**src/u1e_macros.svh**
```systemverilog
// Bus widths, address map, register offsets and tone path constants for the radio core
// Included by the package and by any module that decodes addresses or sizes the datapath
`ifndef U1E_MACROS_SVH
`define U1E_MACROS_SVH

`define U1E_DW 16                   // Wishbone data width
`define U1E_AW 11                   // Byte address width
`define U1E_SW 2                    // Select width

// Slot numbers, taken from address bits 10 to 7
`define U1E_SLOT_MISC     4'd0
`define U1E_SLOT_SETTINGS 4'd5

// Misc register byte offsets, address bits 6 to 0
`define U1E_REG_LEDS      7'd0
`define U1E_REG_SWITCHES  7'd2
`define U1E_REG_CGEN_CTRL 7'd4
`define U1E_REG_CGEN_ST   7'd6
`define U1E_REG_TEST      7'd8

`define U1E_READ_DEFAULT    16'hBEEF
`define U1E_CGEN_CTRL_RESET 16'd3    // Sync deasserted, reference select high

`define U1E_SR_TIME64     8'd0
`define U1E_TICKS_PER_SEC 32'd64000000

`define U1E_CORDIC_STAGES  20
`define U1E_TONE_AMPLITUDE 24'd2500000

// Arctangent of 2^-i in phase units (2^24 per circle), entry i at bits [24*i +: 24]
`define U1E_CORDIC_ATAN { \
   24'd5,      24'd10,     24'd20,     24'd41,     24'd81, \
   24'd163,    24'd326,    24'd652,    24'd1304,   24'd2608, \
   24'd5215,   24'd10430,  24'd20860,  24'd41718,  24'd83416, \
   24'd166669, 24'd332050, 24'd654136, 24'd1238021, 24'd2097152 }

`endif

```
**src/u1e_pkg.sv**
```systemverilog
// Shared bus, settings, sample and time types of the radio core
// Imported by every module of the design

`include "u1e_macros.svh"

package u1e_pkg;

   // Wishbone side
   typedef logic [`U1E_AW-1:0] wb_adr_t;    // Byte address
   typedef logic [`U1E_DW-1:0] wb_dat_t;
   typedef logic [`U1E_SW-1:0] wb_sel_t;

   // Settings bus
   typedef logic [7:0]  set_addr_t;
   typedef logic [31:0] set_data_t;

   // Tone path
   typedef logic [23:0]        phase_t;      // Full circle is 2^24
   typedef logic signed [23:0] iq_sample_t;
   typedef logic [13:0]        dac_word_t;

   typedef logic [63:0] vita_time_t;         // Seconds high, ticks low

endpackage

```
**src/cordic_rotator.sv**
```systemverilog
// Pipelined CORDIC rotator: turns the vector (x, y) by phase z, one iteration per stage
// Latency is stages plus one, a new sample enters every cycle; gain is about 1.647
`timescale 1ns/1ps

`include "u1e_macros.svh"

module cordic_rotator
  (input  logic                wb_clk,

   input  u1e_pkg::iq_sample_t x_i,
   input  u1e_pkg::iq_sample_t y_i,
   input  u1e_pkg::phase_t     z_i,

   output u1e_pkg::iq_sample_t x_o,
   output u1e_pkg::iq_sample_t y_o
   );

   import u1e_pkg::*;

   localparam int STAGES = `U1E_CORDIC_STAGES;
   localparam logic [24*STAGES-1:0] ATAN = `U1E_CORDIC_ATAN;

   // Inputs must leave headroom for the gain
   iq_sample_t x_q [0:STAGES];
   iq_sample_t y_q [0:STAGES];
   phase_t     z_q [0:STAGES];
   logic       fold;

   // Second and third quadrants lie outside the convergence range
   assign fold = z_i[23] ^ z_i[22];

   always_ff @(posedge wb_clk)
   begin
      ////////////////////////////////////////////////////////////////////////
      // Fold into the right half-plane by half a turn
      if (fold)
      begin
         x_q[0] <= -x_i;
         y_q[0] <= -y_i;
         z_q[0] <= {~z_i[23], z_i[22:0]};
      end
      else
      begin
         x_q[0] <= x_i;
         y_q[0] <= y_i;
         z_q[0] <= z_i;
      end

      ////////////////////////////////////////////////////////////////////////
      // Micro-rotations toward zero residual phase
      for (int i = 0; i < STAGES; i++)
      begin
         if (z_q[i][23])                            // Residual negative
         begin
            x_q[i+1] <= x_q[i] + (y_q[i] >>> i);
            y_q[i+1] <= y_q[i] - (x_q[i] >>> i);
            z_q[i+1] <= z_q[i] + ATAN[24*i +: 24];
         end
         else
         begin
            x_q[i+1] <= x_q[i] - (y_q[i] >>> i);
            y_q[i+1] <= y_q[i] + (x_q[i] >>> i);
            z_q[i+1] <= z_q[i] - ATAN[24*i +: 24];
         end
      end
   end

   assign x_o = x_q[STAGES];
   assign y_o = y_q[STAGES];

endmodule

```
**src/misc_regs.sv**
```systemverilog
// Slot 0 control and status registers: LEDs, clock generator control, tone frequency
// Acks every access in the strobe cycle, reads are combinational from registers and pins
`timescale 1ns/1ps

`include "u1e_macros.svh"

module misc_regs
  (input  logic             wb_clk,
   input  logic             wb_rst,

   input  logic             stb_i,
   input  logic             we_i,
   input  u1e_pkg::wb_adr_t adr_i,
   input  u1e_pkg::wb_dat_t dat_i,
   output u1e_pkg::wb_dat_t dat_o,
   output logic             ack_o,

   input  logic [7:0]       dip_sw_i,
   input  logic [2:0]       debug_pb_i,
   input  logic             cgen_st_status_i,
   input  logic             cgen_st_ld_i,
   input  logic             cgen_st_refmon_i,

   output logic [2:0]       debug_led_o,
   output logic             cgen_sync_b_o,
   output logic             cgen_ref_sel_o,
   output u1e_pkg::wb_dat_t tone_freq_o
   );

   import u1e_pkg::*;

   wb_dat_t reg_leds;
   wb_dat_t reg_cgen_ctrl;
   wb_dat_t reg_test;

   always_ff @(posedge wb_clk)
   begin
      if (wb_rst)
      begin
         reg_leds      <= '0;
         reg_cgen_ctrl <= `U1E_CGEN_CTRL_RESET;
         reg_test      <= '0;
      end
      else if (stb_i && we_i)
      begin
         case (adr_i[6:0])
            `U1E_REG_LEDS      : reg_leds      <= dat_i;
            `U1E_REG_CGEN_CTRL : reg_cgen_ctrl <= dat_i;
            `U1E_REG_TEST      : reg_test      <= dat_i;
            default            : ;                    // Status offsets are read only
         endcase
      end
   end

   always_comb
   begin
      case (adr_i[6:0])
         `U1E_REG_LEDS      : dat_o = reg_leds;
         `U1E_REG_SWITCHES  : dat_o = {5'b0, debug_pb_i, dip_sw_i};
         `U1E_REG_CGEN_CTRL : dat_o = reg_cgen_ctrl;
         `U1E_REG_CGEN_ST   : dat_o = {13'b0, cgen_st_status_i, cgen_st_ld_i, cgen_st_refmon_i};
         `U1E_REG_TEST      : dat_o = reg_test;
         default            : dat_o = `U1E_READ_DEFAULT;
      endcase
   end

   assign ack_o = stb_i;

   // Board LED order: bit 2 to LED 1, bit 1 to LED 0, bit 0 to LED 2
   assign debug_led_o = {reg_leds[0], reg_leds[2], reg_leds[1]};

   assign cgen_sync_b_o  = reg_cgen_ctrl[1];
   assign cgen_ref_sel_o = reg_cgen_ctrl[0];
   assign tone_freq_o    = reg_test;        // Upper bits of the phase increment

endmodule

```
**src/settings_bus_16le.sv**
```systemverilog
// Slot 5 bridge from 16-bit Wishbone writes to the 32-bit settings bus
// Low half first (address bit 1 clear), the high-half write fires a one-cycle strobe
`timescale 1ns/1ps

module settings_bus_16le
  (input  logic               wb_clk,
   input  logic               wb_rst,

   input  logic               stb_i,
   input  logic               we_i,
   input  u1e_pkg::wb_adr_t   adr_i,
   input  u1e_pkg::wb_dat_t   dat_i,
   output logic               ack_o,

   output logic               set_stb_o,
   output u1e_pkg::set_addr_t set_addr_o,
   output u1e_pkg::set_data_t set_data_o
   );

   import u1e_pkg::*;

   wb_dat_t   low_q;            // Held until the high half arrives
   set_addr_t addr_q;
   set_data_t data_q;
   logic      wr_low;
   logic      wr_high;

   assign wr_low  = stb_i & we_i & ~adr_i[1];
   assign wr_high = stb_i & we_i & adr_i[1];

   always_ff @(posedge wb_clk)
   begin
      if (wb_rst)
         set_stb_o <= 1'b0;
      else
         set_stb_o <= wr_high;  // Exactly one cycle per high write
   end

   always_ff @(posedge wb_clk)
   begin
      if (wr_low)
         low_q <= dat_i;
      if (wr_high)
      begin
         addr_q <= {3'b0, adr_i[6:2]};  // 32 settings registers
         data_q <= {dat_i, low_q};
      end
   end

   assign ack_o      = stb_i;
   assign set_addr_o = addr_q;
   assign set_data_o = data_q;

endmodule

```
**src/tx_tone_gen.sv**
```systemverilog
// TX test tone: phase accumulator into the CORDIC, I and Q interleaved onto the DAC bus
// txsync low marks the I word, high marks the Q word
`timescale 1ns/1ps

`include "u1e_macros.svh"

module tx_tone_gen
  (input  logic               wb_clk,
   input  logic               wb_rst,

   input  u1e_pkg::wb_dat_t   tone_freq_i,

   output u1e_pkg::dac_word_t tx_o,
   output logic               txsync_o
   );

   import u1e_pkg::*;

   logic       tx_stb;          // High on I cycles
   phase_t     phase;
   phase_t     freq;
   iq_sample_t tx_i;
   iq_sample_t tx_q;
   dac_word_t  q_hold;

   assign freq = {tone_freq_i, 8'd0};

   always_ff @(posedge wb_clk)
   begin
      if (wb_rst)
      begin
         tx_stb   <= 1'b0;
         phase    <= '0;
         txsync_o <= 1'b0;
      end
      else
      begin
         tx_stb   <= ~tx_stb;
         txsync_o <= ~tx_stb;
         if (tx_stb)
            phase <= phase + freq;  // One step per I/Q pair
      end
   end

   ////////////////////////////////////////////////////////////////////////////
   // DAC interleave
   always_ff @(posedge wb_clk)
   begin
      if (tx_stb)
      begin
         tx_o   <= tx_i[23:10];
         q_hold <= tx_q[23:10];
      end
      else
         tx_o <= q_hold;
   end

   cordic_rotator tx_cordic
     (.wb_clk (wb_clk),
      .x_i    (iq_sample_t'(`U1E_TONE_AMPLITUDE)),
      .y_i    (iq_sample_t'(0)),
      .z_i    (phase),
      .x_o    (tx_i),
      .y_o    (tx_q));

endmodule

```
**src/u1e_core.sv**
```systemverilog
// Top of the radio control core, driven by an external 16-bit Wishbone master
// Slot 0 holds the misc registers, slot 5 the settings bus feeding the time counter
`timescale 1ns/1ps

module u1e_core
  (input  logic                wb_clk,
   input  logic                wb_rst,

   // Wishbone master port, full-word accesses only
   input  u1e_pkg::wb_adr_t    wb_adr_i,
   input  u1e_pkg::wb_dat_t    wb_dat_i,
   input  u1e_pkg::wb_sel_t    wb_sel_i,
   input  logic                wb_cyc_i,
   input  logic                wb_stb_i,
   input  logic                wb_we_i,
   output u1e_pkg::wb_dat_t    wb_dat_o,
   output logic                wb_ack_o,

   input  logic [7:0]          dip_sw_i,
   input  logic [2:0]          debug_pb_i,
   input  logic                cgen_st_status_i,
   input  logic                cgen_st_ld_i,
   input  logic                cgen_st_refmon_i,
   input  logic                pps_i,

   output logic [2:0]          debug_led_o,
   output logic                cgen_sync_b_o,
   output logic                cgen_ref_sel_o,
   output u1e_pkg::dac_word_t  tx_o,
   output logic                txsync_o,
   output logic                txblank_o,
   output u1e_pkg::vita_time_t vita_time_o,
   output logic                pps_int_o
   );

   import u1e_pkg::*;

   logic      misc_stb, misc_ack;
   wb_dat_t   misc_dat;
   logic      s5_stb, s5_ack;
   wb_dat_t   tone_freq;
   logic      set_stb;
   set_addr_t set_addr;
   set_data_t set_data;

   assign txblank_o = 1'b0;     // DAC never blanked

   wb_slave_decode decode0
     (.adr_i(wb_adr_i), .cyc_i(wb_cyc_i), .stb_i(wb_stb_i),
      .misc_stb_o(misc_stb), .misc_ack_i(misc_ack), .misc_dat_i(misc_dat),
      .set_stb_o(s5_stb), .set_ack_i(s5_ack), .dat_o(wb_dat_o), .ack_o(wb_ack_o));

   misc_regs misc0
     (.wb_clk(wb_clk), .wb_rst(wb_rst),
      .stb_i(misc_stb), .we_i(wb_we_i), .adr_i(wb_adr_i), .dat_i(wb_dat_i),
      .dat_o(misc_dat), .ack_o(misc_ack),
      .dip_sw_i(dip_sw_i), .debug_pb_i(debug_pb_i), .cgen_st_status_i(cgen_st_status_i),
      .cgen_st_ld_i(cgen_st_ld_i), .cgen_st_refmon_i(cgen_st_refmon_i),
      .debug_led_o(debug_led_o), .cgen_sync_b_o(cgen_sync_b_o),
      .cgen_ref_sel_o(cgen_ref_sel_o), .tone_freq_o(tone_freq));

   tx_tone_gen tone0
     (.wb_clk(wb_clk), .wb_rst(wb_rst), .tone_freq_i(tone_freq),
      .tx_o(tx_o), .txsync_o(txsync_o));

   settings_bus_16le settings0
     (.wb_clk(wb_clk), .wb_rst(wb_rst),
      .stb_i(s5_stb), .we_i(wb_we_i), .adr_i(wb_adr_i), .dat_i(wb_dat_i), .ack_o(s5_ack),
      .set_stb_o(set_stb), .set_addr_o(set_addr), .set_data_o(set_data));

   vita_time_64 time0
     (.wb_clk(wb_clk), .wb_rst(wb_rst),
      .set_stb_i(set_stb), .set_addr_i(set_addr), .set_data_i(set_data),
      .pps_i(pps_i), .vita_time_o(vita_time_o), .pps_int_o(pps_int_o));

endmodule

```
**src/vita_time_64.sv**
```systemverilog
// 64-bit VITA time: seconds above ticks, set over the settings bus
// A load is armed by the control register and happens at once or at the next PPS edge
`timescale 1ns/1ps

`include "u1e_macros.svh"

module vita_time_64
  (input  logic                wb_clk,
   input  logic                wb_rst,

   input  logic                set_stb_i,
   input  u1e_pkg::set_addr_t  set_addr_i,
   input  u1e_pkg::set_data_t  set_data_i,

   input  logic                pps_i,
   output u1e_pkg::vita_time_t vita_time_o,
   output logic                pps_int_o
   );

   import u1e_pkg::*;

   vita_time_t pend_q;          // Time to load
   vita_time_t time_q;
   logic       armed;
   logic       load_now;        // Mode flag, clear waits for PPS
   logic [1:0] pps_sync;
   logic       pps_dly;
   logic       pps_edge;
   logic       do_load;

   assign pps_edge = pps_sync[1] & ~pps_dly;
   assign do_load  = armed & (load_now | pps_edge);

   ////////////////////////////////////////////////////////////////////////////
   // Settings registers
   always_ff @(posedge wb_clk)
   begin
      if (set_stb_i && (set_addr_i == `U1E_SR_TIME64))
         pend_q[63:32] <= set_data_i;
      if (set_stb_i && (set_addr_i == `U1E_SR_TIME64 + 8'd1))
         pend_q[31:0] <= set_data_i;
   end

   always_ff @(posedge wb_clk)
   begin
      if (wb_rst)
      begin
         armed    <= 1'b0;
         load_now <= 1'b0;
      end
      else if (set_stb_i && (set_addr_i == `U1E_SR_TIME64 + 8'd2))
      begin
         armed    <= 1'b1;
         load_now <= set_data_i[0];
      end
      else if (do_load)
         armed <= 1'b0;
   end

   ////////////////////////////////////////////////////////////////////////////
   // PPS synchronizer and counter
   always_ff @(posedge wb_clk)
   begin
      if (wb_rst)
      begin
         pps_sync <= 2'b00;
         pps_dly  <= 1'b0;
      end
      else
      begin
         pps_sync <= {pps_sync[0], pps_i};
         pps_dly  <= pps_sync[1];
      end
   end

   always_ff @(posedge wb_clk)
   begin
      if (wb_rst)
         time_q <= '0;
      else if (do_load)
         time_q <= pend_q;
      else if (time_q[31:0] == `U1E_TICKS_PER_SEC - 32'd1)
      begin
         time_q[31:0]  <= '0;                       // Second boundary
         time_q[63:32] <= time_q[63:32] + 32'd1;
      end
      else
         time_q[31:0] <= time_q[31:0] + 32'd1;
   end

   assign vita_time_o = time_q;
   assign pps_int_o   = pps_edge;

endmodule

```
**src/wb_slave_decode.sv**
```systemverilog
// Single-master Wishbone address decoder for the sixteen slave slots
// Gates the master strobe onto the selected slot and returns that slot's ack and read data
`timescale 1ns/1ps

`include "u1e_macros.svh"

module wb_slave_decode
  (input  u1e_pkg::wb_adr_t adr_i,
   input  logic             cyc_i,
   input  logic             stb_i,

   // Slot 0, misc registers
   output logic             misc_stb_o,
   input  logic             misc_ack_i,
   input  u1e_pkg::wb_dat_t misc_dat_i,

   // Slot 5, settings bus
   output logic             set_stb_o,
   input  logic             set_ack_i,

   output u1e_pkg::wb_dat_t dat_o,
   output logic             ack_o
   );

   import u1e_pkg::*;

   logic [3:0] slot;
   logic       bus_req;

   assign slot    = adr_i[10:7];
   assign bus_req = stb_i & cyc_i;

   assign misc_stb_o = bus_req & (slot == `U1E_SLOT_MISC);
   assign set_stb_o  = bus_req & (slot == `U1E_SLOT_SETTINGS);

   // Slaves ack only on their own strobe, empty slots never answer
   assign ack_o = misc_ack_i | set_ack_i;

   // Settings slot is write only
   assign dat_o = (slot == `U1E_SLOT_MISC) ? misc_dat_i : wb_dat_t'(0);

endmodule
```
**config.mk**
```make
export PLATFORM = sky130hd
export DESIGN_NAME = u1e_core
export DESIGN_NICKNAME = d
export VERILOG_FILES = /design/src/u1e_pkg.sv /design/src/cordic_rotator.sv /design/src/misc_regs.sv /design/src/settings_bus_16le.sv /design/src/tx_tone_gen.sv /design/src/u1e_core.sv /design/src/vita_time_64.sv /design/src/wb_slave_decode.sv
export VERILOG_INCLUDE_DIRS = /design/src
export SDC_FILE = /design/constraint.sdc
export NUM_CORES = 2
export LEC_CHECK = 0
export BUFFER_PORTS_ARGS = -buffer_cell sky130_fd_sc_hd__buf_4
export CAP_MARGIN = 5
export CORE_ASPECT_RATIO = 1.1
export CORE_MARGIN = 2
export CORE_UTILIZATION = 55
export CTS_CLUSTER_SIZE = 25
export DETAILED_ROUTE_END_ITERATION = 16
export PLACE_DENSITY = 0.71
export SETUP_SLACK_MARGIN = 0.05
export SYNTH_ARGS = -nofsm -noshare
export SYNTH_HDL_FRONTEND = slang
export SYNTH_SLANG_ARGS = --single-unit
```
**constraint.sdc**
```tcl
create_clock -name wb_clk -period 12.17 [get_ports wb_clk]
set_input_delay 1.8255 -clock wb_clk [delete_from_list [all_inputs] [get_ports wb_clk]]
set_output_delay 1.8255 -clock wb_clk [all_outputs]
set_load 0.02 [all_outputs]
```
==> out/metrics.cfg <==
[logic_synthesis]
yosysTopAreaCell=dfxtp_1
synthArstFlopShare_pct=0
synth_area_leaders=dfxtp_1 (28%), ha_1 (16%), xnor2_1 (8.3%)
ys.warnings.count=0
synth_top_area_share_pct=27.67
synth_fp_nets=13370
synthCells=11900
synth_edf_count=131
yosysMostFrequentCell=dfxtp_1
synth.top_cells.by_count=dfxtp_1 (1450), ha_1 (1372), a21oi_1 (1136)
synthFlopType=dfxtp_1
avgSynthCellArea_um2=8.819
ys_seq_elements=1581
syn_area_mm2=0.1049
ys_types=109
seq_area_frac_synth_pct=31.42

[clock_tree]
cts_tree=yes
cts_resized=0
path_clk_slew_ns=0.06
cts_buffers=172
clk_latency_ns=0.85
cts_setup_buffers=0
root_buffer=clkbuf_16
clockBufferDepth=3
holdBufCountCts=0
htree_num_levels=4
cts.sink_count=1581

[routing]
drtIter0Drc=5472
postRouteAntennaNets=0
route.detailed.wl_per_inst_um=17.52
drc=0
dr_total_vias=85640
routed_wl_mm=258.1
dr.pass1.iters=8
via_per_inst=5.813

[global_routing]
grt_pass1_vias=82600
grt_max_degree=96
grt_pass1_wl_mm=416.7
track_usage_pct=25.90
grt-ovfl-total=0
grt_antenna_before_repair=3

[worst_setup_path]
worstPathArrival_ns=4.09
cp_common_cell=buf_4
slowest_delay_ns=0.62
crit_fanout=12
r2r_start=tone0.tx_cordic.y_q[6][8]
crit_required_ns=10.34
worstSetupPathType=primary input to primary output
critical_path.top_delay_family=simple AND/OR/NAND/NOR gates
cp-start-kind=primary input
crit_buf_inv=2
r2r_slack_ns=7.17
critPathCaptureType=primary output
setup.worst_path.start=wb_adr_i[0]
cp_slowest_cell=or4_1
path_cells=buf_4 -> or4_1 -> nor3_1 -> nand2_1 -> o22ai_1 -> a21oi_1 -> buf_4

[final_layout]
nets=13510
layout-drive-gt1-share_pct=5.271
final_cells=14730
area_growth_pct=9.150

[outcome]
status=finished clean

[sta]
setup_viol=0
setup_tns_ns=0
rsz0062_at_grt=false
relSlewSlack_pct=22.17
worst_pin_slew_ns=1.157
finalHoldViolCount=0
fmaxAchievable_mhz=169.0
fin_crit_ns=5.916
finalClockSkew_ns=0.07363
period_share_pct=48.61
drv_slew=0

[hold_path]
holdCritPathClass=register to register
min-delay-start=tone0.tx_cordic.z_q[0][15]

[die]
die_area_mm2=0.1943
die_h_um=462.1
ios=152
die_x_um=420.4
coreArea_mm2=0.1900
start_util_pct=55.21
fp-row-count=168

[placed_design]
io_buffers=148
dp.cells=14410
gp_routability_congestion=0.9323
dp_hpwl_mm=203.5

[flow_run]
drv_cap=0

==> flip-flops by register name, summed over array words and instances (netlist names), 32 cells and up <==
signal	cells
time0.vita_time_o	64
tone0.tx_cordic.y_q	440
tone0.tx_cordic.z_q	419
tone0.tx_cordic.x_q	442
time0.pend_q	64
settings0.set_data_o	32
==> per-stage QoR <==
step,utilization [%],setup slack [ns],instance area (um^2),hold WS [ns]
floorplan,-,6.577,104900,0.3096
global placement,57.17,6.235,108600,0.3112
detailed placement,57.17,6.288,108600,0.3121
CTS,60.25,6.273,114500,0.3164
global route,60.26,6.056,114500,0.3311
finish,60.26,6.254,114500,0.3242
==> layout by cell type, fill, tap and decap left out, types with 136 or more instances in the layout <==
| master | instances |
|---|---|
| dfxtp_1 | 1441 |
| ha_1 | 1372 |
| a21oi_1 | 1136 |
| nor2_1 | 996 |
| xnor2_1 | 992 |
| nand2_1 | 673 |
| inv_1 | 582 |
| o21ai_0 | 529 |
| xor2_1 | 469 |
| a21o_1 | 426 |
| nor3_1 | 358 |
| nand3_1 | 246 |
| o21a_1 | 179 |
| buf_4 | 177 |
| clkbuf_16 | 172 |
| nor2b_1 | 158 |
| and3_1 | 149 |
| a211oi_1 | 136 |
==> routing by layer <==
metal	vias to the layer above	wire length, um	global-route usage [%]
met5	-	0	0
met1	40270	113400	32.27
met4	0	9797	9.975
met3	519	10110	2.926
met2	1817	124900	45.55
li1	43030	-	-
==> kinds of logic (layout without fill, tap and decap cells) <==
logic type / after synthesis / after routing / share of synthesized area, %
AND/OR/NAND/NOR: 3194 / 3194 / 14.69
XOR/XNOR: 1464 / 1464 / 12.25
buffers and inverters: 793 / 1078 / 2.861
multiplexers: 127 / 127 / 1.304
AO/OA/AOI/OAI: 3309 / 3309 / 20.09
other: 1 / 4 / 0.003575
flip-flops: 1581 / 1581 / 31.42
adder cells (fa/ha/maj): 1426 / 1426 / 17.38
==> final timing paths <==
kind | endpoint | cells after the start
max | wb_dat_o[6] | 7
min reg2reg | tone0.tx_cordic.z_q[1][15] | 0
max reg2reg | tone0.tx_cordic.x_q[7][22] | 15
min | tone0.tx_cordic.z_q[1][15] | 0
==> layout make-up <==
class	count	area, um^2
diodes	3	7.507
clock buffers	225	4733
clock inverters	92	1120
fillers	16710	75520
inverters	584	2192
multi-input cells	9521	68960
flip-flops and latches	1581	32970
well taps	2550	3191
repair buffers	177	1329
Power is not shown: default switching activity piles up to over one toggle a cycle in this logic, so the estimate is an artifact.
